File: src/include/mm_ram_config.svh
// Memory model configuration
// Widths of the RAM and its ports, pseudo-peripheral addresses and the
// status codes that the test program writes

`ifndef MM_RAM_CONFIG_SVH
`define MM_RAM_CONFIG_SVH

// ---------------------------------------------------------------------------
// memory geometry
// ---------------------------------------------------------------------------

// byte address width of the RAM
`define MM_RAM_ADDR_WIDTH 16

// debug region is 2**14 bytes at the top of the RAM
`define MM_DBG_ADDR_WIDTH 14

// one instruction fetch returns a full line
`define MM_INSTR_WIDTH 128

// ---------------------------------------------------------------------------
// pseudo-peripheral addresses
// ---------------------------------------------------------------------------

`define MM_ADDR_STATUS 32'h2000_0000
`define MM_ADDR_EXIT 32'h2000_0004

`define MM_ADDR_TIMER_MASK 32'h1500_0000
`define MM_ADDR_TIMER_VAL 32'h1500_0004

// debug command word whose fields debug_req_gen decodes
`define MM_ADDR_DEBUG 32'h1500_0008

// ---------------------------------------------------------------------------
// test status codes
// ---------------------------------------------------------------------------

`define MM_PASS_CODE 32'd123456789
`define MM_FAIL_CODE 32'd1

`endif
File: src/mm_ram_pkg.sv
// Memory model types
// Vector types for addresses, data, interrupts and debug fields, and the
// enums for the peripheral select and the debug request FSM

`include "mm_ram_config.svh"

package mm_ram_pkg;

    // data and address words
    typedef logic [31:0] word_t;
    typedef logic [`MM_RAM_ADDR_WIDTH-1:0] ram_addr_t;
    typedef logic [`MM_INSTR_WIDTH-1:0] instr_line_t;
    typedef logic [3:0] byte_en_t;

    // interrupts
    typedef logic [31:0] irq_vec_t;
    typedef logic [4:0] irq_id_t;

    // debug command fields
    typedef logic [14:0] dbg_delay_t;
    typedef logic [12:0] dbg_width_t;

    // target of a data write outside the RAM
    typedef enum logic [2:0] {
        PER_NONE,
        PER_STATUS,
        PER_EXIT,
        PER_TIMER_MASK,
        PER_TIMER_VAL,
        PER_DEBUG
    } periph_e;

    typedef enum logic [1:0] {
        DBG_IDLE,
        DBG_DELAY,
        DBG_HOLD
    } dbg_state_e;

endpackage

File: src/mm_ctrl_regs.sv
// Control and status block
// Turns peripheral writes into test status pulses, the exit word, the
// timer mask register and the load strobes for the timer and debug unit

`timescale 1ns/1ps
`include "mm_ram_config.svh"

module mm_ctrl_regs (
    input  logic                 clk_i,
    input  logic                 rst_ni,
    input  mm_ram_pkg::periph_e  periph_sel_i,
    input  mm_ram_pkg::word_t    periph_wdata_i,
    output logic                 tests_passed_o,
    output logic                 tests_failed_o,
    output logic                 exit_valid_o,
    output mm_ram_pkg::word_t    exit_value_o,
    output mm_ram_pkg::irq_vec_t timer_mask_o,
    output logic                 timer_load_o,
    output mm_ram_pkg::word_t    timer_value_o,
    output logic                 dbg_cmd_valid_o,
    output mm_ram_pkg::word_t    dbg_cmd_o
);

    import mm_ram_pkg::*;

    logic status_wr;
    irq_vec_t timer_mask_q;

    // status and exit are pulses in the write cycle
    assign status_wr = (periph_sel_i == PER_STATUS);
    assign tests_passed_o = status_wr && (periph_wdata_i == `MM_PASS_CODE);
    assign tests_failed_o = status_wr && (periph_wdata_i == `MM_FAIL_CODE);

    assign exit_valid_o = (periph_sel_i == PER_EXIT);
    assign exit_value_o = exit_valid_o ? periph_wdata_i : '0;

    // mask is sampled by the timer when the count expires
    always_ff @(posedge clk_i or negedge rst_ni) begin
        if (!rst_ni) begin
            timer_mask_q <= '0;
        end else if (periph_sel_i == PER_TIMER_MASK) begin
            timer_mask_q <= periph_wdata_i;
        end
    end

    assign timer_mask_o = timer_mask_q;

    // one-cycle load strobes for the timer and the debug generator
    assign timer_load_o = (periph_sel_i == PER_TIMER_VAL);
    assign timer_value_o = periph_wdata_i;

    assign dbg_cmd_valid_o = (periph_sel_i == PER_DEBUG);
    assign dbg_cmd_o = periph_wdata_i;

endmodule

File: config.mk
export PLATFORM = sky130hd
export DESIGN_NAME = mm_ctrl_regs
export DESIGN_NICKNAME = d
export VERILOG_FILES = /design/src/mm_ram_pkg.sv /design/src/mm_ctrl_regs.sv
export VERILOG_INCLUDE_DIRS = /design/src /design/src/include
export SDC_FILE = /design/constraint.sdc
export NUM_CORES = 1
export LEC_CHECK = 0
export BUFFER_PORTS_ARGS = -buffer_cell sky130_fd_sc_hd__buf_2
export CORE_MARGIN = 3
export CORE_UTILIZATION = 28
export CTS_CLUSTER_DIAMETER = 40
export DETAILED_ROUTE_END_ITERATION = 10
export SYNTH_ARGS = -nofsm -noshare
export SYNTH_HDL_FRONTEND = slang
export SYNTH_SLANG_ARGS = --single-unit
File: constraint.sdc
create_clock -name clk_i -period 1 [get_ports clk_i]
set_clock_uncertainty 0.15 [all_clocks]
set_input_delay 0 -clock clk_i [delete_from_list [all_inputs] [get_ports clk_i]]
set_output_delay 0 -clock clk_i [all_outputs]
set_load 0.02 [all_outputs]
After elaboration in Yosys (flattened, before gate mapping)
Cells that the tools add are included.

storage, ports and cells
  register bits after elaboration = 32
  bits of input ports = 37

cells by class
  eq/ne operators = 7
  reductions and logical operators = 2
  muxes and demuxes = 1

operator list
  cell                                                                      number
  32-bit by 1-bit equality test with 1-bit output (second input constant)   1
  32-bit by 27-bit equality test with 1-bit output (second input constant)  1
  32-bit 2-to-1 mux                                                         1
  3-bit by 2-bit equality test with 1-bit output (second input constant)    2
  3-bit equality test (second input constant)                               2
  3-bit by 1-bit equality test with 1-bit output (second input constant)    1
  1-bit logical AND                                                         2

Longest topological paths before layout
  depth after elaboration = 2
  mapped depth = 3

Worst setup path after synthesis
OpenSTA, ideal clock, no wires.

  path type = input-to-output
  start = input periph_sel_i[1]
  end = output tests_failed_o
  arrival time = 0.938 ns
  path slack = -0.088 ns
  stages on the path = 3
  data required time = 0.850 ns
  path through = nor4b_1 -> nand3_1 -> nor3_1

between the ends
  word-level cells in the longest chain between the ends = 2

ends and longest elaborated chain
  element                                         RTL line            RTL
  start: declaration                              mm_ctrl_regs.sv:11  input mm_ram_pkg::periph_e periph_sel_i,
  3-bit by 1-bit equality test with 1-bit output  mm_ctrl_regs.sv:30  assign status_wr = (periph_sel_i == PER_STATUS);
  1-bit logical AND                               mm_ctrl_regs.sv:32  assign tests_failed_o = status_wr && (periph_wdata_i == `MM_FAIL_CODE);
  end: declaration                                mm_ctrl_regs.sv:14  output logic tests_failed_o,

Every way passes these cells.

Final worst setup path
  start = input periph_wdata_i[26]
  end = output tests_passed_o

between the ends
  word-level cells in the longest chain between the ends = 2

ends and longest elaborated chain
  element                                                            RTL line            RTL
  start: declaration                                                 mm_ctrl_regs.sv:12  input mm_ram_pkg::word_t periph_wdata_i,
  32-bit by 27-bit equality test with 1-bit output (no source line)  -
  1-bit logical AND                                                  mm_ctrl_regs.sv:31  assign tests_passed_o = status_wr && (periph_wdata_i == `MM_PASS_CODE);
  end: declaration                                                   mm_ctrl_regs.sv:13  output logic tests_passed_o,

Every way passes these cells.

==> flow_metrics.py <==
metrics = {
    "critical_path": {
        "path_cells": "buf_8 > nand4_1 > or4_4 > nor3_4 > buf_6",
        "cp-end-kind": "primary output",
        "required_ns": 0.85,
        "crit_arrival_ns": 1.02,
        "crit_path_max_incr_delay_ns": 0.55,
        "crit_family": "simple AND/OR/NAND/NOR gates",
        "worstPathMaxFanout": 3,
        "cp_num_buf_inv": 2,
        "startpoint_type": "primary input",
        "critPathSlowestCell": "or4_4",
        "crit_type": "primary input to primary output",
    },
    "synth": {
        "syn_nets": 226,
        "synth_edf_count": 0,
        "yosys_warnings": 0,
        "syn-cell-area_sq_um": 2040,
        "ys_seq_area_share_pct": 39.2,
        "synth_top_flop_cell": "dfrtp_1",
        "ys_ff_latch": 32,
        "yosys.area.top_type": "dfrtp_1",
        "syn_avg_cell_area_sq_um": 10.8,
        "synth_cells": 189,
        "synth_cell_type_count": 19,
        "synth_top_area_share_pct": 39.2,
        "async_flop_share_pct": 100,
        "synth_area_leaders": "dfrtp_1 39%, buf_4 24%, mux2_1 17%",
        "synth_common_cells": "64 x buf_4, 32 x and2_1, 32 x dfrtp_1",
        "yosysMostFrequentCell": "buf_4",
    },
    "pwr": {
        "vdd.ir_drop.worst_mv": 0.601,
        "p_leak_nw": 2.04,
        "seq_power_share_pct": 34.6,
        "p_per_area_nw_per_um2": 1280,
        "power.switching_mw": 1.74,
        "sw_frac_of_total_pct": 34.2,
        "clkPwrFrac_pct": 20.9,
        "p_comb_share_pct": 44.5,
        "internal_power_mw": 3.35,
    },
    "clock_network": {
        "cts_sinks": 32,
        "root_buffer": "clkbuf_8",
        "clk_pin_slew_ns": 0.07,
        "htreeDepth": 2,
        "cts_made_buffers": 5,
        "clkLatencyLatePin_ns": 0.28,
        "clockBufferDepth": 2,
        "cts_hold_buffers": 1,
        "cts_tree": "yes",
    },
    "final_layout": {
        "instances_no_fill": 445,
        "largest_reg_flops": 32,
        "nets": 385,
        "drive_gt1_share_pct": 94.8,
        "antenna-diode-count": 0,
        "areaGrowthSynthToFinish_pct": 94.5,
        "nFillCells": 574,
    },
    "detailed_routing": {
        "drc_errors": 0,
        "viasPerCell": 4.33,
        "dr.pass1.iters": 4,
        "wl_per_cell_um": 16.3,
        "vias": 1928,
        "drtIter0Drc": 20,
        "final_antenna_net_count": 0,
        "routed_wl_mm": 7.25,
    },
    "floorplanning": {
        "die_h_um": 91.4,
        "die_area_sq_um": 8350,
        "dieWidth_um": 91.4,
        "initial_utilization_pct": 29.4,
        "core-area_sq_um": 6940,
        "placementRows": 30,
        "io_pins": 170,
    },
    "sta": {
        "finalCritPeriodShare_pct": 117,
        "layout_setup_ws_ns": -0.173,
        "hold_violations": 29,
        "hold_slack_ns": -0.0735,
        "slew_headroom_pct": 81.0,
        "rsz0062_at_grt": "true",
        "slew_viol_final": 0,
        "fin_crit_ns": 1.17,
        "fmax_ghz": 0.852,
        "worst_pin_slew_ns": 0.282,
        "setup_viol": 61,
    },
    "placement": {
        "dp_slack_ns": -0.350,
        "post-dp-hpwl_mm": 4.66,
        "port_buffers": 169,
        "place.gp.congestion": 0.708,
        "place_inst": 426,
    },
    "worst_hold_path": {
        "hold_path.class": "primary input to flip-flop",
    },
    "status": {
        "violations": "negative hold slack, negative setup slack",
        "status": "finished, violations left",
    },
    "global_routing": {
        "grt_pass1_vias": 1967,
        "antenna_found_initial": 0,
        "gr-total-overflow": 0,
        "grt_max_degree": 33,
        "grt_pass1_wl_mm": 10.2,
        "track_usage_pct": 15.4,
    },
    "job": {
        "max_cap_viol_count": 0,
    },
}
-- layout by cell type (no fill, tap or decap) --
cell	instances
and2_4	31
buf_12	5
dlygate4sd3_1	1
dfrtp_1	2
clkinv_2	2
clkbuf_16	3
buf_4	37
nor3b_1	1
and3b_1	1
nand3_1	1
mux2_4	25
buf_8	3
nor3_1	1
nand3b_4	1
nor4_4	4
nor4_2	1
buf_2	95
buf_6	76
nor3b_4	1
mux2_2	2
nor4b_4	2
nor4_1	1
nand2_2	1
mux2_1	5
clkbuf_8	6
nand4_1	4
and2_1	1
nand3_2	1
buf_16	2
or4_4	1
dfrtp_2	30
nor3_2	1
nor3_4	1
-- power groups by stage --
stage	Sequential (mW)	Combinational [mW]	Clock, mW
final	1.76	2.26	1.06
after detailed placement	1.71	1.60	0
after global placement	1.70	1.58	0
after CTS	1.72	1.89	1.11
after global routing	1.79	2.38	1.17
after floorplan	2.04	0.669	0
-- cells by family (layout without fill, tap and decap cells) --
logic type	count (synthesis)	count (layout)	share of synthesized area [%]
buf+inv	70	230	25.0
simple gates	55	55	18.1
mux	32	32	17.6
flops	32	32	39.2
-- final timing paths --
check	startpoint	end	slack, ns	cells past startpoint
min in group asynchronous	rst_ni	timer_mask_o[31]	0.05	3
max	periph_wdata_i[26]	tests_passed_o	-0.17	5
min	periph_wdata_i[8]	timer_mask_o[8]	-0.07	3
max reg2reg	timer_mask_o[13]	timer_mask_o[13]	0.01	1
max in group asynchronous	rst_ni	timer_mask_o[0]	0.46	3
min reg2reg	timer_mask_o[21]	timer_mask_o[21]	0.36	1
-- layer usage --
metal	up-vias	track usage, %	part of all wire [%]
met4	0	3.39	0.72
li1	894	-	-
met5	-	0	0
met1	929	17.4	38
met3	5	4.31	7.2
met2	100	28.4	54
-- per-stage QoR --
step                setup TNS, ns  area [sq um]  util [%]  hold WS (ns)  total power [mW]
floorplan                 -0.0102          2090         -        -0.446              2.71
global placement           -11.16          2930      42.2        -0.180              3.29
detailed placement         -11.22          2930      42.2        -0.179              3.31
CTS                         -3.79          3580      51.6        -0.113              4.72
global route                -7.31          3970      57.2       -0.0751              5.34
finish                      -4.96          3970      57.2       -0.0735              5.09
-- cell type report --
cell class                      count  area, sq um  area share [%]
Timing Repair Buffer              222         1890            47.7
Multi-Input combinational cell     87         1030            25.9
Sequential cell                    32          838            21.1
Tap cell                           96          120            3.02
Clock buffer                        6         82.6            2.08
Clock inverter                      2         10.0           0.252
-- what timing repair did --
item / CTS / global route
setup buffers: 5 / 1
pin swaps: 15 / 13
setup endpoints to repair: 51 / 71
endpoints found under the hold margin: 64 / 29
gates resized for setup: 137 / 86
gates cloned: 2 / 3
(Power assumes the default switching activity.)
