$ cat src/include/mm_ram_config.svh
// Memory model configuration
// Widths of the RAM and its ports, pseudo-peripheral addresses and the
// status codes that the test program writes

`ifndef MM_RAM_CONFIG_SVH
`define MM_RAM_CONFIG_SVH

// ---------------------------------------------------------------------------
// memory geometry
// ---------------------------------------------------------------------------

// byte address width of the RAM
`define MM_RAM_ADDR_WIDTH 16

// debug region is 2**14 bytes at the top of the RAM
`define MM_DBG_ADDR_WIDTH 14

// one instruction fetch returns a full line
`define MM_INSTR_WIDTH 128

// ---------------------------------------------------------------------------
// pseudo-peripheral addresses
// ---------------------------------------------------------------------------

`define MM_ADDR_STATUS 32'h2000_0000
`define MM_ADDR_EXIT 32'h2000_0004

`define MM_ADDR_TIMER_MASK 32'h1500_0000
`define MM_ADDR_TIMER_VAL 32'h1500_0004

// debug command word whose fields debug_req_gen decodes
`define MM_ADDR_DEBUG 32'h1500_0008

// ---------------------------------------------------------------------------
// test status codes
// ---------------------------------------------------------------------------

`define MM_PASS_CODE 32'd123456789
`define MM_FAIL_CODE 32'd1

`endif
$ cat src/mm_ram_pkg.sv
// Memory model types
// Vector types for addresses, data, interrupts and debug fields, and the
// enums for the peripheral select and the debug request FSM

`include "mm_ram_config.svh"

package mm_ram_pkg;

    // data and address words
    typedef logic [31:0] word_t;
    typedef logic [`MM_RAM_ADDR_WIDTH-1:0] ram_addr_t;
    typedef logic [`MM_INSTR_WIDTH-1:0] instr_line_t;
    typedef logic [3:0] byte_en_t;

    // interrupts
    typedef logic [31:0] irq_vec_t;
    typedef logic [4:0] irq_id_t;

    // debug command fields
    typedef logic [14:0] dbg_delay_t;
    typedef logic [12:0] dbg_width_t;

    // target of a data write outside the RAM
    typedef enum logic [2:0] {
        PER_NONE,
        PER_STATUS,
        PER_EXIT,
        PER_TIMER_MASK,
        PER_TIMER_VAL,
        PER_DEBUG
    } periph_e;

    typedef enum logic [1:0] {
        DBG_IDLE,
        DBG_DELAY,
        DBG_HOLD
    } dbg_state_e;

endpackage

$ cat src/debug_req_gen.sv
// Debug request generator
// Drives debug_req_o to a requested level after a start delay and, in
// pulse mode, returns it to the inverse level after a set width

`timescale 1ns/1ps

module debug_req_gen (
    input  logic              clk_i,
    input  logic              rst_ni,
    input  logic              dbg_cmd_valid_i,
    input  mm_ram_pkg::word_t dbg_cmd_i,
    output logic              debug_req_o
);

    import mm_ram_pkg::*;

    // command word fields are 31 level, 30 pulse mode, 28:16 width and 14:0 delay
    dbg_state_e state_q;
    dbg_delay_t count_q;
    dbg_width_t width_q;
    logic level_q;
    logic pulse_q;

    always_ff @(posedge clk_i or negedge rst_ni) begin
        if (!rst_ni) begin
            state_q <= DBG_IDLE;
            count_q <= '0;
            width_q <= '0;
            level_q <= 1'b0;
            pulse_q <= 1'b0;
            debug_req_o <= 1'b0;
        end else begin
            case (state_q)
                DBG_IDLE: begin
                    if (dbg_cmd_valid_i) begin
                        // zero delay or width counts as one
                        count_q <= (dbg_cmd_i[14:0] == '0) ? dbg_delay_t'(1) : dbg_cmd_i[14:0];
                        width_q <= (dbg_cmd_i[28:16] == '0) ? dbg_width_t'(1) : dbg_cmd_i[28:16];
                        level_q <= dbg_cmd_i[31];
                        pulse_q <= dbg_cmd_i[30];
                        state_q <= DBG_DELAY;
                    end
                end
                DBG_DELAY: begin
                    count_q <= count_q - 1'b1;
                    if (count_q == dbg_delay_t'(1)) begin
                        debug_req_o <= level_q;
                        if (pulse_q) begin
                            count_q <= dbg_delay_t'(width_q);
                            state_q <= DBG_HOLD;
                        end else begin
                            state_q <= DBG_IDLE;
                        end
                    end
                end
                DBG_HOLD: begin
                    count_q <= count_q - 1'b1;
                    if (count_q == dbg_delay_t'(1)) begin
                        debug_req_o <= !level_q;
                        state_q <= DBG_IDLE;
                    end
                end
                default: state_q <= DBG_IDLE;
            endcase
        end
    end

endmodule

$ cat config.mk
export PLATFORM = sky130hd
export DESIGN_NAME = debug_req_gen
export DESIGN_NICKNAME = d
export VERILOG_FILES = /design/src/mm_ram_pkg.sv /design/src/debug_req_gen.sv
export VERILOG_INCLUDE_DIRS = /design/src /design/src/include
export SDC_FILE = /design/constraint.sdc
export NUM_CORES = 1
export LEC_CHECK = 0
export BUFFER_PORTS_ARGS = -buffer_cell sky130_fd_sc_hd__buf_2
export CAP_MARGIN = 20
export CORE_MARGIN = 2
export CORE_UTILIZATION = 30
export DETAILED_ROUTE_END_ITERATION = 16
export PLACE_DENSITY_LB_ADDON = 0.05
export SYNTH_ARGS = -nofsm -noshare
export SYNTH_HDL_FRONTEND = slang
export SYNTH_SLANG_ARGS = --single-unit
$ cat constraint.sdc
create_clock -name clk_i -period 3.3 [get_ports clk_i]
set_clock_uncertainty 0.15 [all_clocks]
set_input_delay 0 -clock clk_i [delete_from_list [all_inputs] [get_ports clk_i]]
set_output_delay 0 -clock clk_i [all_outputs]
set_load 0.03 [all_outputs]
Word level (Yosys, flattened, before mapping)
Index checks and enable logic that the tools add are counted.
Storage, ports and cells
  register bits after elaboration: 33
  input port bits: 35
  logic and storage cells: 37
Operators by class
  add/sub/neg operators: 1
  equality and inequality tests: 6
  multiplexer cells: 14
  reductions and logical operators: 10
Operators by type and width (number)
  $mux 15: 4
  $pmux 15 s3: 1
  $eq 15x1->1 const B: 1
  $logic_not 15->1: 1
  $sub 15x1->15 const B: 1
  $logic_not 13->1: 1
  $mux 13: 1
  $mux 2: 4
  $ne 2x2->1 const B: 3
  $pmux 2 s3: 1
  $reduce_and 3->1: 2
  $reduce_and 2->1: 2
  $reduce_bool 3->1: 1
  $eq 2x1->1 const B: 1
  $eq 2x2->1 const B: 1
  $logic_not 2->1: 1
  $mux 1: 2
  $pmux 1 s2: 1
  $reduce_bool 2->1: 1
  $logic_not 1->1: 1

Logic depth before layout (Yosys ltp)
Gate-level depths: netlist of the first run.
  depth after elaboration: 4
  mapped depth: 8
  mapped depth without buffers: 7

Least setup slack after synthesis of the first run
Ideal clock, no wire load.
  kind: flip-flop to flip-flop
  start: register state_q[0]
  end: register count_q[7]
  setup time: 0.134 ns
  arrival time: 1.669 ns
  required time: 3.016 ns
  slack: 1.347 ns
  cell stages (with the launch flop): 9
  path buffers: 2
  period minus slack after synthesis: 1.953 ns
  path through: dfrtp_1 -> inv_1 -> ha_1 -> nor2b_1 -> or2_2 -> buf_2 -> buf_1 -> a21oi_1 -> o211ai_1
On the way
  cells in the longest elaborated chain, start to end: 3
  elaborated cells between the ends (all ways): 7
  those cells by class: 3 x eq/ne; 1 x mux; 3 x reduce/logical
RTL lines
  start: declaration: RTL line debug_req_gen.sv:18  | dbg_state_e state_q;
  start signal: assignment: RTL line debug_req_gen.sv:26  | state_q <= DBG_IDLE;
  start signal: assignment: RTL line debug_req_gen.sv:41  | state_q <= DBG_DELAY;
  start signal: assignment: RTL line debug_req_gen.sv:50  | state_q <= DBG_HOLD;
  $eq 2x2->1 (tied with other cells): RTL line debug_req_gen.sv:33  | case (state_q)
  $reduce_bool 3->1 (no source line) or $ne 2x2->1 (tied branches)
  $reduce_and 2->1 (no source line)
  end signal: assignment: RTL line debug_req_gen.sv:37  | count_q <= (dbg_cmd_i[14:0] == '0) ? dbg_delay_t'(1) : dbg_cmd_i[14:0];
  end signal: assignment: RTL line debug_req_gen.sv:45  | count_q <= count_q - 1'b1;
  end signal: assignment: RTL line debug_req_gen.sv:49  | count_q <= dbg_delay_t'(width_q);
  end: declaration: RTL line debug_req_gen.sv:19  | dbg_delay_t count_q;
Several ways; a longest one is shown, not always the timed one.
A chain may end at the register's enable or synchronous reset.

Worst setup path after layout of the first run
  start: input dbg_cmd_i[1]
  end: register count_q[0]
On the way
  cells in the longest elaborated chain, start to end: 4
RTL lines
  start: declaration: RTL line debug_req_gen.sv:11  | input mm_ram_pkg::word_t dbg_cmd_i,
  $logic_not 15->1: RTL line debug_req_gen.sv:37
  $mux 15: RTL line debug_req_gen.sv:37
  $mux 15: RTL line debug_req_gen.sv:35  | if (dbg_cmd_valid_i) begin
  $pmux 15 s3: RTL line debug_req_gen.sv:33
Every way passes these cells. The select of a mux whose other input is x is not followed.

==> metrics, run 1 <==
Syn Inst Count=216; layout cells sized above 1=25.70%; Die ar.=7723 sq um; clk sinks=33; Initial Util=31.07%; Worst Hold Class=input pin to register; Core Region=6794 sq um; top cells by area, synth=dfrtp_1, mux2_2, ha_1, nor3_1, nor4_1; Peak VDD IR=250.0 uV; Worst EP required=3.33 ns; filler cell count=693; minimum clock period=2.440 ns; clk slew on worst S/H paths=0.07 ns; CP endpoint kind=register; wire length per cell=15.69 um; wirelength, routed=5.961 mm; GRT met2 Usage=29.13%; commonest non-fill, non-tap cell in the layout=dlygate4sd3_1; DRT antenna net count=0; CTS tree=built; Total GRT Usage=17.04%; crit-path max FO=2; # setup viols final=0; FF+latch count, synth=33; TritonRoute pass-1 iters=4; GPL Wtd Cong=0.7237; Via density=4.958; # rows=30; sum of negative setup slack=0 ns; GR Layer Usage met3=2.545%; DR DRC count=0; port bufs=33; final worst path period share=73.95%; Synth Cell Area=2111 sq um; Die X=87.88 um; Synth top area share=39.12%; commonest cells after routing, fill and taps aside=dlygate4sd3_1, dfrtp_1, buf_2, nor2_1; Pwr per Cell Area=790.8 nW/um^2; post-CTS setup buffers=0; post-synth top area cell=dfrtp_1; post-CTS resize count=0; Least-Margin Pin Slew=0.8020 ns; nets@finish=324; htree depth=2; Pleak=0.001137 uW; hold buffers post-CTS=34; initial antenna violation count=0; drt initial violations=66; antenna cell count=0; Syn. warnings=0; total chip power=2238 uW; synth unique cells=46; RSZ-0062 raised after global routing=false; startpoint types=input pin; register area share after synthesis=39.12%; status=completed; first-pass GRT wire length=9.991 mm; syn nets=257; I/O pin cnt=36; fmax=409.8 MHz; final slew viol count=0; Die H=87.88 um; critical path arrival=2.47 ns; Via Count=1,884; CTS Buffer Depth=2; dpl hpwl=4.237 mm; Root Buffer=clkbuf_8; busiest layer in global routing=met2; EDFF count, synth=0; GR Util met1=22.36%; gr ovfl total=0; Max-slew headroom=46.53%; final hold violations=0; vias in the first global route=1,900; Layout area overhead=34.08%; post-route core utilization=41.66%; Max Cap Violations=0; largest net degree at the start of global routing=34; Primary FF master, synth=dfrtp_1; critical path class=input pin to register; Synth async-reset ratio=100.0%; Reg2Reg Setup Slack=1.00 ns; Num CTS Buffers=5; syn_area_per_cell=9.772 sq um; clock latency at the later pin of the worst-skew pair=0.28 ns
[report_power, final]
group / internal (uW) / total (uW) / switching [uW] / leakage (uW)
sequential: 605 / 857 / 252 / 0.000394
combinational: 464 / 979 / 515 / 0.000685
clock: 246 / 402 / 156 / 0.0000585
[routing by layer]
layer	share of wire, %	vias to the layer above
met3	1.6	6
met2	50	21
met4	1.7	0
met1	46	907
met5	0	-
li1	-	950
[metrics by stage]
stage	area, sq um	std cells	hold WS (ns)	worst slack [ns]
final	2830	380	0.002668	0.8597
after global routing	2830	380	0.03411	0.7549
after CTS	2830	380	0.01127	0.8397
after detailed placement	2374	338	-0.002602	1.008
after global placement	2374	338	0.009209	0.9948
after floorplan	2111	216	-0.4456	1.347
[synth_stat cells, types with 5 or more instances]
cell	instances
nor3_1	15
a21oi_1	10
dfrtp_1	33
mux2_2	15
nor2_1	18
nand2_1	10
inv_1	7
a221oi_1	5
nor3b_1	8
xnor2_1	5
clkbuf_1	6
nor4_1	12
o21ai_0	14
ha_1	6
[sequential cells by signal, summed over array words and instances (netlist names)]
register and flops:
width_q 13, level_q 1, pulse_q 1, debug_req_o 1
state_q 2, count_q 15
[worst paths after layout]
| path | start | to | cells after the start |
|---|---|---|---|
| setup / recovery | dbg_cmd_i[1] | count_q[0]$_DFFE_PN0P_ | 7 |
| hold / removal | dbg_cmd_i[0] | count_q[0]$_DFFE_PN0P_ | 3 |
| setup reg to reg | state_q[0]$_DFFE_PN0P_ | count_q[7]$_DFFE_PN0P_ | 8 |
| hold reg to reg | width_q[5]$_DFFE_PN0P_ | width_q[5]$_DFFE_PN0P_ | 1 |
| max in group asynchronous | rst_ni | count_q[5]$_DFFE_PN0P_ | 2 |
| min in group asynchronous | rst_ni | count_q[7]$_DFFE_PN0P_ | 2 |
[kinds of logic (layout without fill, tap and decap cells)]
family / count (synthesis) / after routing / synth area share, %
flops: 33 / 33 / 39.12
mux: 18 / 18 / 9.425
xor+xnor: 5 / 5 / 2.075
simple gates: 84 / 84 / 24.18
fa+ha+maj: 6 / 6 / 3.557
buf+inv: 19 / 87 / 4.090
compound gates: 51 / 51 / 17.55
[worst max-delay path, stage by stage]
cell and delay (ns):
dlygate4sd3_1 0.54, buf_2 0.13, nor4_1 0.28, dlygate4sd3_1 0.61, nand4_1 0.10, dlygate4sd3_1 0.58
a221oi_1 0.23
[layout make-up]
| class | instances | area, sq um | share of cell area, % |
|---|---|---|---|
| Sequential cell | 33 | 825.8 | 29.18 |
| Timing Repair Buffer | 72 | 543.0 | 19.19 |
| Tap cell | 96 | 120.1 | 4.244 |
| Clock buffer | 7 | 86.33 | 3.050 |
| Inverter | 7 | 26.28 | 0.9284 |
| Clock inverter | 1 | 30.03 | 1.061 |
| Multi-Input combinational cell | 164 | 1199 | 42.35 |
Power figures use the tool's default switching activity.
==> run 2, diff against run 1 <==
- clock period: 3.3 -> 2.05 ns (I/O delays scaled with it)
==> run 2 against run 1 <==
Power grew 79%. First-iteration DRC count shrank 15%. Sequential cell count is the same. Sequential share of layout area shrank 2.9 points. Hold slack gained 0.17 ns. Count of clock-buffer cells in the layout shrank 2. Register-to-register slack lost 0.97 ns. Highest routed layer unchanged.
==> metrics, run 2 (same netlist as run 1, synthesis figures left out) <==
GPL Wtd Cong=0.7654 (was 0.7237); Least-Margin Pin Slew=0.7648 ns (was 0.8020 ns); Core Region=6794 sq um (unchanged); RSZ-0062 raised after global routing=true (was false); wire length per cell=16.00 um (was 15.69 um); CTS Buffer Depth=2 (unchanged); post-route insts no fill=406 (was 380); crit-path max FO=6 (was 2); dpl hpwl=4.560 mm (was 4.237 mm); sw power=1706 uW (was 921.9 uW); Via Count=2,010 (was 1,884); Peak VDD IR=415.6 uV (was 250.0 uV); startpoint types=register (was input pin); Sw Share=42.65% (was 41.19%); crit path cell chain=inv_2 > ha_4 > nor4b_4 > nand4_4 > o22a_4 > a221oi_4 > nor3_2 (was dlygate4sd3_1 > buf_2 > nor4_1 > dlygate4sd3_1 > nand4_1 > dlygate4sd3_1 > a221oi_1); Worst Hold Class=input pin to asynchronous set/reset pin (was input pin to register); Pleak=0.001288 uW (was 0.001137 uW); met2 routed WL=3.242 mm (was 3.004 mm); Worst EP required=2.08 ns (was 3.33 ns); minimum clock period=2.020 ns; wirelength, routed=6.496 mm (was 5.961 mm); clk sinks=33 (unchanged); Pint=2294 uW (was 1316 uW); Num CTS Buffers=5 (unchanged); I/O pin cnt=36 (unchanged); Max-slew headroom=49.01% (was 46.53%); pre-CTS WS=-0.04461 ns (was 1.008 ns); commonest cells after routing, fill and taps aside=dfrtp_1, dlygate4sd3_1, buf_2, buf_4, nor2_1 (was dlygate4sd3_1, dfrtp_1, buf_2, nor2_1); htree depth=2 (unchanged); combinational power share=53.5% (was 43.7%); placed cell count=364 (was 338); clock power share=12.4% (was 18.0%); clock latency at the later pin of the worst-skew pair=0.29 ns (was 0.28 ns); Pwr per Cell Area=1273 nW/um^2 (was 790.8 nW/um^2); Die ar.=7723 sq um (unchanged); final slew viol count=0 (unchanged); vias in the first global route=1,976 (was 1,900); first-pass GRT wire length=10.29 mm (was 9.991 mm); DRT antenna net count=0 (unchanged); gr ovfl total=0 (unchanged); nets@finish=350 (was 324); Die X=87.88 um (unchanged); TritonRoute pass-1 iters=4 (unchanged); Sequential Power Share=34.1% (was 38.3%); met3 wire length=265 um (was 96 um); # rows=30 (unchanged); CP endpoint kind=register (unchanged); antenna cell count=0 (unchanged); status=completed (unchanged); Worst path slowest cell=dfrtp_1 (was dlygate4sd3_1); Reg2Reg Setup Slack=0.03 ns (was 1.00 ns); max FFs per register=15 (unchanged); final hold violations=0 (unchanged); Initial Util=31.07% (unchanged); clk slew on worst S/H paths=0.08 ns (was 0.07 ns); critical path arrival=2.05 ns (was 2.47 ns); largest registers=count_q x15, width_q x13, state_q x2 (unchanged); largest stage delay on the critical path=0.39 ns (was 0.61 ns); drt initial violations=56 (was 66); Total GRT Usage=17.75% (was 17.04%); DR top layer=met4 (unchanged); filler cell count=665 (was 693); hold_ws=0.1687 ns (was 0.002668 ns); final worst path period share=98.56%; Reg with most FFs=count_q (unchanged); Via density=4.951 (was 4.958); critical path class=register to register (was input pin to register); Max Cap Violations=0 (unchanged); port bufs=33 (unchanged); Layout area overhead=48.90% (was 34.08%); DR DRC count=0 (unchanged); Die H=87.88 um (unchanged); largest net degree at the start of global routing=34 (unchanged); # setup viols final=0 (unchanged); post-route core utilization=46.26% (was 41.66%); Root Buffer=clkbuf_8 (unchanged); met1 wire length=2.930 mm (was 2.760 mm); PnR worst setup slack=0.02958 ns (was 0.8597 ns); initial antenna violation count=0 (unchanged); CTS tree=built (unchanged); layout cells sized above 1=38.39% (was 25.70%); fmax=494.9 MHz
## run 2: changes by cell type in the layout (fill, tap and decap cells not counted), moves of 3 or more
cell and change:
a221oi_1 -4, a221oi_2 +3, buf_4 +21, buf_6 +3, nand2_1 -4, nand2_2 +3
## run 2: layout make-up
type	count	area [sq um]	share of cell area, %
clock buffer	5	68.82	2.189
clock inverter	3	17.52	0.5573
inverter	7	26.28	0.8360
multi-input combinational	165	1320	42.00
sequential	33	825.8	26.27
tap	96	120.1	3.822
timing repair buffer	97	764.5	24.32
## run 2: metrics by stage
step	setup TNS (ns)	cell area, sq um	power [uW]
floorplan	0	2111	2488
CTS	0	3023	3845
detailed placement	-0.06205	2594	3263
global route	-0.3346	3143	4314
global placement	-0.09560	2594	3270
finish	0	3143	4000
## run 2: timing repair
| action | 4_1_cts | 5_1_grt |
|---|---|---|
| pin swaps | 1 | 13 |
| hold buffers | 33 | 0 |
| resized for setup | 2 | 27 |
| setup buffers | 0 | 0 |
| endpoints found under the hold margin | 64 | 0 |
| endpoints found under the setup margin | 2 | 16 |
| cloned | 0 | 1 |
## run 2: layer usage
layer	up-vias	global-route usage (%)
met2	35	28.99
met4	0	5.035
met5	-	0
li1	1010	-
met3	5	2.828
met1	960	24.36
## run 2: power by group through the flow
stage / combinational, uW / clock [uW] / sequential [uW]
finish: 2140 / 495 / 1370
global route: 2360 / 548 / 1410
CTS: 1980 / 520 / 1340
detailed placement: 1910 / 0 / 1350
global placement: 1920 / 0 / 1350
floorplan: 1250 / 0 / 1240
## run 2: worst paths after layout
kind	startpoint	to	cells past startpoint
setup / recovery	count_q[1]$_DFFE_PN0P_	count_q[12]$_DFFE_PN0P_	7
hold / removal	rst_ni	count_q[7]$_DFFE_PN0P_	2
setup reg to reg	count_q[1]$_DFFE_PN0P_	count_q[12]$_DFFE_PN0P_	7
hold reg to reg	width_q[8]$_DFFE_PN0P_	width_q[8]$_DFFE_PN0P_	1
max in group asynchronous	rst_ni	width_q[3]$_DFFE_PN0P_	2
min in group clk_i	dbg_cmd_i[30]	pulse_q$_DFFE_PN0P_	3
## run 2: worst max-delay path, delay by kind of cell, from the launching register on
family | cells | cell delay, ns
AO/OA/AOI/OAI | 2 | 0.63
flip-flops | 1 | 0.39
buffers and inverters | 1 | 0.09
adder cells (fa/ha/maj) | 1 | 0.13
AND/OR/NAND/NOR | 3 | 0.51
