<file path="src/include/mm_ram_config.svh">
// Memory model configuration
// Widths of the RAM and its ports, pseudo-peripheral addresses and the
// status codes that the test program writes

`ifndef MM_RAM_CONFIG_SVH
`define MM_RAM_CONFIG_SVH

// ---------------------------------------------------------------------------
// memory geometry
// ---------------------------------------------------------------------------

// byte address width of the RAM
`define MM_RAM_ADDR_WIDTH 16

// debug region is 2**14 bytes at the top of the RAM
`define MM_DBG_ADDR_WIDTH 14

// one instruction fetch returns a full line
`define MM_INSTR_WIDTH 128

// ---------------------------------------------------------------------------
// pseudo-peripheral addresses
// ---------------------------------------------------------------------------

`define MM_ADDR_STATUS 32'h2000_0000
`define MM_ADDR_EXIT 32'h2000_0004

`define MM_ADDR_TIMER_MASK 32'h1500_0000
`define MM_ADDR_TIMER_VAL 32'h1500_0004

// debug command word whose fields debug_req_gen decodes
`define MM_ADDR_DEBUG 32'h1500_0008

// ---------------------------------------------------------------------------
// test status codes
// ---------------------------------------------------------------------------

`define MM_PASS_CODE 32'd123456789
`define MM_FAIL_CODE 32'd1

`endif
</file>
<file path="src/mm_ram_pkg.sv">
// Memory model types
// Vector types for addresses, data, interrupts and debug fields, and the
// enums for the peripheral select and the debug request FSM

`include "mm_ram_config.svh"

package mm_ram_pkg;

    // data and address words
    typedef logic [31:0] word_t;
    typedef logic [`MM_RAM_ADDR_WIDTH-1:0] ram_addr_t;
    typedef logic [`MM_INSTR_WIDTH-1:0] instr_line_t;
    typedef logic [3:0] byte_en_t;

    // interrupts
    typedef logic [31:0] irq_vec_t;
    typedef logic [4:0] irq_id_t;

    // debug command fields
    typedef logic [14:0] dbg_delay_t;
    typedef logic [12:0] dbg_width_t;

    // target of a data write outside the RAM
    typedef enum logic [2:0] {
        PER_NONE,
        PER_STATUS,
        PER_EXIT,
        PER_TIMER_MASK,
        PER_TIMER_VAL,
        PER_DEBUG
    } periph_e;

    typedef enum logic [1:0] {
        DBG_IDLE,
        DBG_DELAY,
        DBG_HOLD
    } dbg_state_e;

endpackage

</file>
<file path="src/irq_timer.sv">
// Interrupt timer
// Counts down from the loaded value and copies the mask into the
// interrupt vector when it expires. Acknowledge clears one bit

`timescale 1ns/1ps

module irq_timer (
    input  logic                 clk_i,
    input  logic                 rst_ni,
    input  mm_ram_pkg::irq_vec_t timer_mask_i,
    input  logic                 timer_load_i,
    input  mm_ram_pkg::word_t    timer_value_i,
    input  mm_ram_pkg::irq_id_t  irq_id_i,
    input  logic                 irq_ack_i,
    output mm_ram_pkg::irq_vec_t irq_o
);

    import mm_ram_pkg::*;

    word_t count_q;

    always_ff @(posedge clk_i or negedge rst_ni) begin
        if (!rst_ni) begin
            count_q <= '0;
        end else if (timer_load_i) begin
            count_q <= timer_value_i;
        end else if (count_q != '0) begin
            count_q <= count_q - 1'b1;
        end
    end

    // reload wins over an acknowledge in the same cycle
    always_ff @(posedge clk_i or negedge rst_ni) begin
        if (!rst_ni) begin
            irq_o <= '0;
        end else if (count_q == word_t'(1)) begin
            irq_o <= timer_mask_i;
        end else if (irq_ack_i) begin
            irq_o[irq_id_i] <= 1'b0;
        end
    end

endmodule

</file>
<file path="config.mk">
export PLATFORM = sky130hd
export DESIGN_NAME = irq_timer
export DESIGN_NICKNAME = d
export VERILOG_FILES = /design/src/mm_ram_pkg.sv /design/src/irq_timer.sv
export VERILOG_INCLUDE_DIRS = /design/src /design/src/include
export SDC_FILE = /design/constraint.sdc
export NUM_CORES = 1
export LEC_CHECK = 0
export ABC_AREA = 1
export BUFFER_PORTS_ARGS = -buffer_cell sky130_fd_sc_hd__buf_2
export CAP_MARGIN = 15
export CORE_MARGIN = 3
export CORE_UTILIZATION = 57
export CTS_CLUSTER_DIAMETER = 30
export DETAILED_ROUTE_END_ITERATION = 7
export GPL_TIMING_DRIVEN = 0
export PLACE_DENSITY = 0.86
export SLEW_MARGIN = 20
export SYNTH_ARGS = -nofsm -noshare
export SYNTH_HDL_FRONTEND = slang
export SYNTH_SLANG_ARGS = --single-unit
</file>
<file path="constraint.sdc">
create_clock -name clk_i -period 3 [get_ports clk_i]
set_clock_uncertainty 0.05 [all_clocks]
set_input_delay 0.9 -clock clk_i [delete_from_list [all_inputs] [get_ports clk_i]]
set_output_delay 0.9 -clock clk_i [all_outputs]
set_load 0.02 [all_outputs]
</file>
* After elaboration in Yosys (flattened, before gate mapping)
Index checks and enable logic that the tools add are counted.
** Cells by class
- $add $sub $neg :: 1
- Reduce and logical (&&, ||, !) cells :: 4
- Multiplexer cells :: 6
- Magnitude comparators :: 2
- Bitwise logic cells :: 2
- Equality and inequality tests :: 1
** Operator list (number)
- 2-to-1 mux 32 bit :: 4
- AND 32 bit :: 1
- == test 32 x 1 -> 1 bit (second input constant) :: 1
- NOT 32 bit :: 1
- nonzero test 32 bit :: 1
- subtractor 32 x 1 -> 32 bit (second input constant) :: 1
- less-than comparator 5 x 6 -> 1 bit (second input constant) :: 1
- demux 1 bit (select 5 bit) :: 1
- >= comparator 5 x 1 -> 1 bit (second input constant) :: 1
- nonzero test 2 bit :: 2
- logical AND 1 bit :: 1
- 2-to-1 mux 1 bit :: 1
** Storage, ports and cells
- Word-level logic and storage cells :: 18
- Flip-flop bits (word level) :: 64
- Output and inout port bits :: 32

* Longest topological paths before layout
Gate-level depths: netlist of the first run.
- Depth after elaboration :: 8
- Depth in mapped cells :: 10
- Gate-level depth less buffers :: 10

* Worst setup path after synthesis of the first run
No wires, ideal clock.
- Path type :: input port to flip-flop
- Start :: input timer_load_i
- End :: register count_q[8]
- Path buffers :: 1
- Setup slack :: 1.328 ns
- Arrival time :: 1.502 ns
- Library setup time :: 0.120 ns
- Stages on the path :: 5
- Cells stage by stage :: inv_1 buf_1 nand3_1 o21ai_0 nor2_1
** Between the ends
- Longest elaborated chain between the ends :: 1
** RTL lines
- from (decl) :: RTL line irq_timer.sv:11 : input logic timer_load_i,
- 2-to-1 mux 32 bit or nonzero test 2 bit (tied branches)
- to (signal assigned) :: RTL line irq_timer.sv:26 : count_q <= timer_value_i;
- to (signal assigned) :: RTL line irq_timer.sv:28 : count_q <= count_q - 1'b1;
- to (decl) :: RTL line irq_timer.sv:20 : word_t count_q;
Several ways; a longest one is shown, not always the timed one.
A chain may end at the register's enable or synchronous reset.

* Worst setup path after layout of the first run
- Start :: register count_q[0]
- End :: register count_q[12]
** Between the ends
- Longest elaborated chain between the ends :: 3
** RTL lines
- subtractor 32 x 1 -> 32 bit :: RTL line irq_timer.sv:28
- 2-to-1 mux 32 bit :: RTL line irq_timer.sv:27 : end else if (count_q != '0) begin
- 2-to-1 mux 32 bit :: RTL line irq_timer.sv:25 : end else if (timer_load_i) begin
Several ways; a longest one is shown, not always the timed one. The select of a mux whose other input is x is not followed.

==> results.cfg, run 1 <==
[clock_tree]
cts_resized = 0
path_clk_slew_ns = 0.08
cts-buffers-inserted = 9
tritoncts = built
post-cts-setup-buffers = 0
cts.path.max_buffers = 2
clock_latency_ns = 0.34
hold_buffers = 0
htreeDepth = 3
cts_sinks = 64
ctsRootBufferMaster = clkbuf_8

[final_layout]
n_fill_cell = 549
syn2layout_area_growth_pct = 21.9
num_antenna_cells = 0
multi_input_area_um2 = 1910
drive_above_1_share = 0.267
seqCellArea_um2 = 1600
nets = 707
final_cells = 714

[setup_path]
cpPeakStageDelay_ns = 0.40
crit_path_frequent_cell = nand2_2
crit_fanout = 10
worst_setup_path_end_kind = flip-flop
critical_path_buf_inv_count = 2
critical-path-slowest-cell = dfrtp_1
critPathKind = flip-flop to flip-flop
path_cells = inv_1 > ha_1 > nand2_2 > nor2_4 > nand2_1 > nor2_2 > nand2_2 > inv_2 > nor2_1
cp_top_family = simple AND/OR/NAND/NOR gates
cp.arrival_ns = 2.16
worstPathRequired_ns = 3.18
start_kind = flip-flop

[logic_synthesis]
avgSynthCellArea_um2 = 7.33
synth_most_common_cell = nand2_1
yosysTopAreaCell = dfrtp_1
synth_nets = 591
synth_area_um2 = 3780
synth_common_cells = nand2_1, nor2_1, dfrtp_1
synth_area_leaders = dfrtp_1, nand2_1, o21ai_0
synth.top_cell.area_share = 0.423
seq_area_frac_synth = 0.423
ys_seq_elements = 64
yosys_warnings = 0
ys_types = 26
async_reset_ff_frac = 1.00
synth_edf_count = 0
synthCells = 516
synthFlopType = dfrtp_1

[placed_design]
placed_cells = 698
portBuffers = 104
place_hpwl_um = 8000
gp_congestion = 0.898

[timing]
max_clock_freq_mhz = 507
min_period_over_period = 0.657
finalHoldViolCount = 0
timing.hold.ws_ns = 0.388
finalSetupTns_ns = 0
min_period_ns = 1.97
maxSlewHeadroom = 0.580
rsz0062_at_grt = no
finalSetupViolations = 0
worst_pin_slew_ns = 0.630
maxSlewViolCount = 0

[floorplanning]
core_um2 = 6390
fp.dieH_um = 87.5
chipWidth_um = 87.5
rows = 29
pin_count = 105
start_util = 0.592
die_area_um2 = 7650

[global_route]
gr-total-overflow = 0
grt_max_degree = 46
grt_pass1_wl_um = 17300
grt_usage = 0.294
antenna_found_initial = 0
grt_pass1_vias = 3645

[drt]
routed_via_density = 5.32
ant_nets = 0
wl_met3_um = 861
avgRoutedWirePerCell_um = 14.7
finalWirelength_um = 10500
first_iter_violations = 174
wl_met1_um = 4260
vias = 3802
dr_wl_met2_um = 5190
highest_layer = met4
post-route-drc-count = 0
first_pass_iters = 5

[outcome]
status = complete, no violations

[pwr]
ir_drop_v = 0.000390
p_leak_nw = 2.48
p_per_area_nw_per_um2 = 416

[hold_path]
hp-class = input pin to async pin

[flow_run]
cap_violations = 0
logic make-up (layout without fill, tap and decap cells):
kind of cell    after synthesis  after routing  share of synthesized area
compound gates               91             91                      0.149
simple gates                293            293                      0.329
xor+xnor                      8              8                     0.0185
flops                        64             64                      0.423
fa+ha+maj                     2              2                    0.00661
buf+inv                      58            179                     0.0727
routing by layer:
metal / GRT usage / vias up
met4: 0.0879 / 0
met5: 0 / -
li1: - / 1896
met3: 0.0918 / 17
met2: 0.497 / 156
met1: 0.360 / 1733
cell type report:
cell class,instances,share of cell area
inverter,46,0.0374
buffer,12,0.0222
tap,77,0.0209
clock buffer,10,0.0298
multi-input combinational,394,0.413
timing repair buffer,105,0.119
sequential,64,0.347
clock inverter,6,0.00976
per-stage QoR:
step                      utilization  instance area, um^2  setup slack (ns)  power (mW)
after floorplan                     -                 3780              1.33        1.12
after global placement          0.689                 4400             0.716        1.23
after detailed placement        0.694                 4430             0.840        1.24
after CTS                       0.722                 4610              1.06        1.94
after global routing            0.722                 4610             0.866        2.02
final                           0.722                 4610              1.03        1.92
cell usage in the layout, fill, tap and decap left out, types with 2 or more instances in the layout:
cell and n:
a21oi_1 6, buf_1 2, buf_2 104, buf_6 6, clkbuf_1 2, clkbuf_8 10
clkinv_4 2, clkinvlp_4 3, dfrtp_1 64, ha_1 2, inv_1 45, nand2_1 165
nand2_2 4, nand3_1 39, nand4_1 8, nor2_1 68, nor2_2 3, nor2_4 3
o21ai_0 53, o21ai_1 2, o21ai_2 28, o21bai_1 2, xnor2_1 3, xor2_1 5
where the power goes:
group          switching [mW]  internal [mW]  total [mW]  leakage (nW)
Combinational           0.170          0.106       0.276          1.56
Clock                   0.370          0.323       0.693        0.0845
Sequential             0.0465          0.904       0.951         0.827
Total                   0.586           1.33        1.92          2.48
worst register-to-register path, delay by kind of cell (launching register included):
family / cells / cell delay [ns]
flops: 1 / 0.40
simple gates: 6 / 0.88
fa+ha+maj: 1 / 0.24
buf+inv: 2 / 0.31
worst paths after layout:
| check | from | to | slack, ns | cells past startpoint |
|---|---|---|---|---|
| max in group asynchronous | rst_ni | irq_o[3] | 2.00 | 2 |
| min in group clk_i | irq_o[10] | irq_o[10] | 0.52 | 2 |
| max reg2reg | count_q[0] | count_q[12] | 1.03 | 9 |
| max | count_q[0] | count_q[12] | 1.03 | 9 |
| min reg2reg | irq_o[10] | irq_o[10] | 0.52 | 2 |
| min | rst_ni | count_q[6] | 0.39 | 1 |
flip-flops by register name (all words and copies together), names as in the netlist:
| signal | count |
|---|---|
| count_q | 32 |
| irq_o | 32 |
Note: power is estimated with default switching activity, not from simulation.
==> run 2: changes to the inputs <==
--- a/config.mk
+++ b/config.mk
@@ -6,15 +6,15 @@
 export SDC_FILE = /design/constraint.sdc
 export NUM_CORES = 1
 export LEC_CHECK = 0
-export ABC_AREA = 1
+export ABC_AREA = 0
 export BUFFER_PORTS_ARGS = -buffer_cell sky130_fd_sc_hd__buf_2
 export CAP_MARGIN = 15
 export CORE_MARGIN = 3
-export CORE_UTILIZATION = 57
+export CORE_UTILIZATION = 51
 export CTS_CLUSTER_DIAMETER = 30
 export DETAILED_ROUTE_END_ITERATION = 7
 export GPL_TIMING_DRIVEN = 0
-export PLACE_DENSITY = 0.86
+export PLACE_DENSITY = 0.8
 export SLEW_MARGIN = 20
 export SYNTH_ARGS = -nofsm -noshare
 export SYNTH_HDL_FRONTEND = slang
==> constraint.sdc (replaced) <==
create_clock -name clk_i -period 1.9 [get_ports clk_i]
set_clock_uncertainty 0.05 [all_clocks]
set_input_delay 0.57 -clock clk_i [delete_from_list [all_inputs] [get_ports clk_i]]
set_output_delay 0.57 -clock clk_i [all_outputs]
set_load 0.02 [all_outputs]
==> results.cfg, run 2 <==
[clock_tree]
tritoncts = built
cts-buffers-inserted = 9
htreeDepth = 3
ctsRootBufferMaster = clkbuf_8
hold_buffers = 0
cts.path.max_buffers = 2
clock_latency_ns = 0.36
path_clk_slew_ns = 0.08
cts_sinks = 64

[drt]
ant_nets = 0
routed_via_density = 6.29
vias = 3819
avgRoutedWirePerCell_um = 20.6
finalWirelength_um = 12500
first_pass_iters = 6
post-route-drc-count = 0
first_iter_violations = 323

[setup_path]
start_kind = flip-flop
crit_fanout = 5
worst_setup_path_end_kind = flip-flop
worstPathRequired_ns = 2.08
r2r_cells = 8
r2r-end = count_q[30]
r2r-start = count_q[1]
critPathKind = flip-flop to flip-flop
reg2reg_slack_ns = -0.28
cp.arrival_ns = 2.36

[final_layout]
drive_above_1_share = 0.521
seqCellArea_um2 = 1620
multi_input_area_um2 = 2100
reg_top3 = count_q: 32 flops, irq_o: 32 flops
n_fill_cell = 316
layout_common_cells = buf_2, dfrtp_1, o21ai_0
syn2layout_area_growth_pct = 53.6
nets = 602
num_antenna_cells = 0
final_common_cell = buf_2

[global_route]
grt_max_degree = 43
grt_pass1_vias = 3313
grt_pass1_wl_um = 16000
grt_usage = 0.273
gr-total-overflow = 0
antenna_found_initial = 0

[timing]
timing.hold.ws_ns = 0.0502
finalSetupViolations = 62
fin_ws_ns = -0.279
min_period_ns = 2.18
finalHoldViolCount = 0
worst_pin_slew_ns = 0.658
max_clock_freq_mhz = 459
maxSlewViolCount = 0
maxSlewHeadroom = 0.561
min_period_over_period = 1.15
rsz0062_at_grt = yes
finalSetupTns_ns = -7.06

[placed_design]
portBuffers = 103
place_hpwl_um = 6820
gp_congestion = 0.855

[logic_synthesis]
synth_nets = 441
synth_common_cells = dfrtp_1, nand2_1, o21ai_0
seq_area_frac_synth = 0.478
synth_area_um2 = 3350
avgSynthCellArea_um2 = 9.15
synth_mux_area_frac = 0.00934
yosys_warnings = 0
ys_types = 45
synth_most_common_cell = dfrtp_1
synthXorXnorAreaFrac = 0.0366
async_reset_ff_frac = 1.00
synthCells = 366
synthFlopType = dfrtp_1
synth-simple-area-share = 0.227
ys_seq_elements = 64
synth_compound_area_frac = 0.209
synth_area_leaders = dfrtp_1, o21ai_0, nand2_1
synth_top_family_by_area = simple AND/OR/NAND/NOR gates
synth_edf_count = 0
synthAdderAreaFrac = 0.00747
synth.top_cell.area_share = 0.478
yosysTopAreaCell = dfrtp_1

[floorplanning]
core_um2 = 6130
rows = 28
chipWidth_um = 87.0
start_util = 0.546
fp.dieH_um = 87.0
pin_count = 105
die_area_um2 = 7570

[flow_run]
cap_violations = 0

[pwr]
p_leak_nw = 2.40
ir_drop_v = 0.000505
p_per_area_nw_per_um2 = 641

[hold_path]
hp-class = input pin to async pin

[outcome]
violations = negative setup slack
status = complete, but fails checks
==> run 2: report_power, final <==
| group | internal [mW] | switching, mW | leakage (nW) |
|---|---|---|---|
| combinational | 0.254 | 0.294 | 1.49 |
| sequential | 1.43 | 0.119 | 0.817 |
| clock | 0.600 | 0.595 | 0.0920 |
| total | 2.29 | 1.01 | 2.40 |
==> run 2: area by class of cell <==
type,instances,area share
Buffer,15,0.0258
Clock buffer,10,0.0248
Tap cell,75,0.0182
Timing Repair Buffer,151,0.192
Sequential cell,64,0.314
Multi-Input combinational cell,279,0.408
Inverter,7,0.00511
Clock inverter,6,0.0117
==> run 2: worst max path at each step <==
stage                start     endpoint  cells past startpoint
2_1_floorplan   count_q[5]    irq_o[12]                      5
3_3_place_gp   count_q[31]    irq_o[27]                      5
3_5_place_dp   count_q[26]    irq_o[13]                      5
4_1_cts        count_q[21]    irq_o[13]                      7
5_1_grt         count_q[2]  count_q[29]                      6
6_report        count_q[1]  count_q[30]                      8
==> run 2: logic make-up after synthesis <==
logic type	count (synthesis)
AND/OR/NAND/NOR	138
AO/OA/AOI/OAI	121
flip-flops	64
buffers and inverters	24
XOR/XNOR	14
multiplexers	3
adder cells (fa/ha/maj)	2
==> run 2: worst max-delay path: stages (launching register included) <==
cell and delay (ns):
dfrtp_1 0.39, inv_2 0.08, ha_4 0.14, nor4b_4 0.35
nand4_1 0.22, buf_4 0.22, buf_4 0.13, o41ai_1 0.33
a2bb2oi_1 0.13
==> run 2: through the flow <==
step	area [um^2]	setup slack, ns	power (mW)	std cells	utilization
floorplan	3390	-0.00833	1.76	366	-
global placement	4000	-0.347	1.93	544	0.652
detailed placement	4020	-0.426	1.94	545	0.656
CTS	4460	-0.0268	3.14	579	0.728
global route	5140	-0.377	3.40	607	0.839
finish	5140	-0.279	3.30	607	0.839
==> run 2: repair_timing <==
item | 4_1_cts | 5_1_grt
endpoints found under the setup margin | 64 | 64
pin swaps | 12 | 51
resized for setup | 28 | 128
setup buffers | 20 | 21
cloned | 0 | 7
==> run 2: metal layers <==
layer  part of all wire  vias to the layer above  wire length [um]  GRT usage
met2               0.49                      284              6160      0.443
li1                   -                     1672                 -          -
met3               0.10                       61              1310     0.0520
met1               0.36                     1802              4560      0.346
met4              0.038                        0               476      0.142
met5                  0                        -                 0          0
==> run 3: changes to the inputs <==
--- a/config.mk
+++ b/config.mk
@@ -10,11 +10,10 @@
 export BUFFER_PORTS_ARGS = -buffer_cell sky130_fd_sc_hd__buf_2
 export CAP_MARGIN = 15
 export CORE_MARGIN = 3
-export CORE_UTILIZATION = 51
+export CORE_UTILIZATION = 30
 export CTS_CLUSTER_DIAMETER = 30
 export DETAILED_ROUTE_END_ITERATION = 7
 export GPL_TIMING_DRIVEN = 0
-export PLACE_DENSITY = 0.8
 export SLEW_MARGIN = 20
 export SYNTH_ARGS = -nofsm -noshare
 export SYNTH_HDL_FRONTEND = slang
==> results.cfg, run 3 (synthesis gave the netlist of run 2 again) <==
[timing]
finalSetupTns_ns = -4.95
fin_ws_ns = -0.175
maxSlewHeadroom = 0.609
worst_pin_slew_ns = 0.587
maxSlewViolCount = 0
rsz0062_at_grt = yes
finalSetupViolations = 59
min_period_ns = 2.08
min_period_over_period = 1.09
max_clock_freq_mhz = 482
finalHoldViolCount = 0

[pwr]
power.share.clock = 0.396
internal-power_mw = 2.42
p_per_area_nw_per_um2 = 679
p_sw_uw = 902
ir_drop_v = 0.000257
pwr-share-seq = 0.463
sw_frac_of_total = 0.271
p_comb_frac = 0.141
p_total_mw = 3.32
p_leak_nw = 2.18

[setup_path]
crit_fanout = 5
cp.arrival_ns = 2.30
cpPeakStageDelay_ns = 0.53
critPathKind = flip-flop to flip-flop
path_cells = inv_2 > ha_4 > nor4b_4 > nand4_1 > or4_4 > a21oi_2 > a21o_1
r2r_cells = 7
worst_setup_path_end_kind = flip-flop
reg2reg_slack_ns = -0.18
r2r-end = count_q[28]
start_kind = flip-flop
critical-path-slowest-cell = or4_4
r2r-start = count_q[0]
worstPathRequired_ns = 2.12

[drt]
vias = 3400
routed_via_density = 5.21
avgRoutedWirePerCell_um = 17.1
first_pass_iters = 4
finalWirelength_um = 11200
ant_nets = 0
post-route-drc-count = 0
first_iter_violations = 297

[floorplanning]
fp.dieH_um = 112
pin_count = 105
rows = 37
die_area_um2 = 12500
core_um2 = 10600
start_util = 0.316
chipWidth_um = 112

[hold_path]
hp-class = input pin to async pin

[final_layout]
final_cells = 652
n_fill_cell = 1026
layout_common_cells = buf_2, dfrtp_1, nand2_1
reg_top3 = count_q: 32 flops, irq_o: 32 flops
nets = 586
finish.utilization = 0.462
drive_above_1_share = 0.434
final_common_cell = buf_2
seqCellArea_um2 = 1600
multi_input_area_um2 = 1910
final_cell_area_um2 = 4900
syn2layout_area_growth_pct = 46.3
num_antenna_cells = 0

[clock_tree]
hold_buffers = 0
cts.path.max_buffers = 2
path_clk_slew_ns = 0.08
clock_latency_ns = 0.33
ctsRootBufferMaster = clkbuf_8
htreeDepth = 3
cts_sinks = 64
tritoncts = built
cts-buffers-inserted = 9

[global_route]
antenna_found_initial = 0
grt_pass1_wl_um = 17100
grt_max_degree = 37
gr-total-overflow = 0
grt_usage = 0.169
grt_pass1_vias = 3402

[placed_design]
portBuffers = 103
placed_cells = 606
gp_congestion = 0.833
place_area_um2 = 4100
place_hpwl_um = 7650

[outcome]
violations = negative setup slack
status = complete, but fails checks

[flow_run]
cap_violations = 0
[run 3: cell types whose count changed in the layout (fill, tap and decap cells not counted), sizes merged]
| cell | change |
|---|---|
| bufinv | +1 |
| clkbuf | -3 |
| clkinvlp | -1 |
| buf | -12 |
| and4 | -1 |
[run 3: timing repair]
action | in CTS | in global routing
setup endpoints to repair | 64 | 64
pin swaps | 13 | 27
buffers inserted | 23 | 5
resized for setup | 31 | 71
cloned | 0 | 4
[run 3: how the worst max path moves through the flow]
stage                            from     endpoint  depth (start not counted)
after global routing       count_q[8]    irq_o[24]                          7
after CTS                  count_q[6]  count_q[28]                          6
after floorplan            count_q[5]    irq_o[12]                          5
final                      count_q[0]  count_q[28]                          7
after global placement    count_q[31]    irq_o[12]                          5
after detailed placement  count_q[31]    irq_o[29]                          5
[run 3: layout make-up]
cell class	count	share of cell area
flip-flops and latches	64	0.328
repair buffers	136	0.174
inverters	7	0.00537
clock inverters	6	0.0169
multi-input cells	278	0.389
clock buffers	10	0.0281
well taps	136	0.0347
plain buffers	15	0.0240
[run 3: through the flow]
step | setup slack [ns] | hold slack (ns)
floorplan | -0.00833 | 0.224
global placement | -0.468 | 0.470
detailed placement | -0.551 | 0.471
CTS | -0.123 | 0.0974
global route | -0.310 | 0.113
finish | -0.175 | 0.102
[run 3: power by group through the flow]
stage                     combinational (mW)  clock (mW)  sequential, mW
final                                  0.468        1.32            1.54
after floorplan                        0.221           0            1.54
after detailed placement               0.395           0            1.55
after global routing                   0.521        1.41            1.55
after global placement                 0.382           0            1.55
after CTS                              0.448        1.34            1.53
[run 3: worst max-delay path, delay by kind of cell (launching register included)]
family | cells | cell delay (ns)
AO/OA/AOI/OAI | 2 | 0.24
adder cells (fa/ha/maj) | 1 | 0.16
buffers and inverters | 1 | 0.11
flip-flops | 1 | 0.40
AND/OR/NAND/NOR | 3 | 1.06
[run 3: routing by layer]
| metal | global-route usage | share of wire |
|---|---|---|
| met1 | 0.223 | 0.44 |
| met3 | 0.0310 | 0.058 |
| met2 | 0.281 | 0.49 |
| met4 | 0.0543 | 0.014 |
| met5 | 0 | 0 |
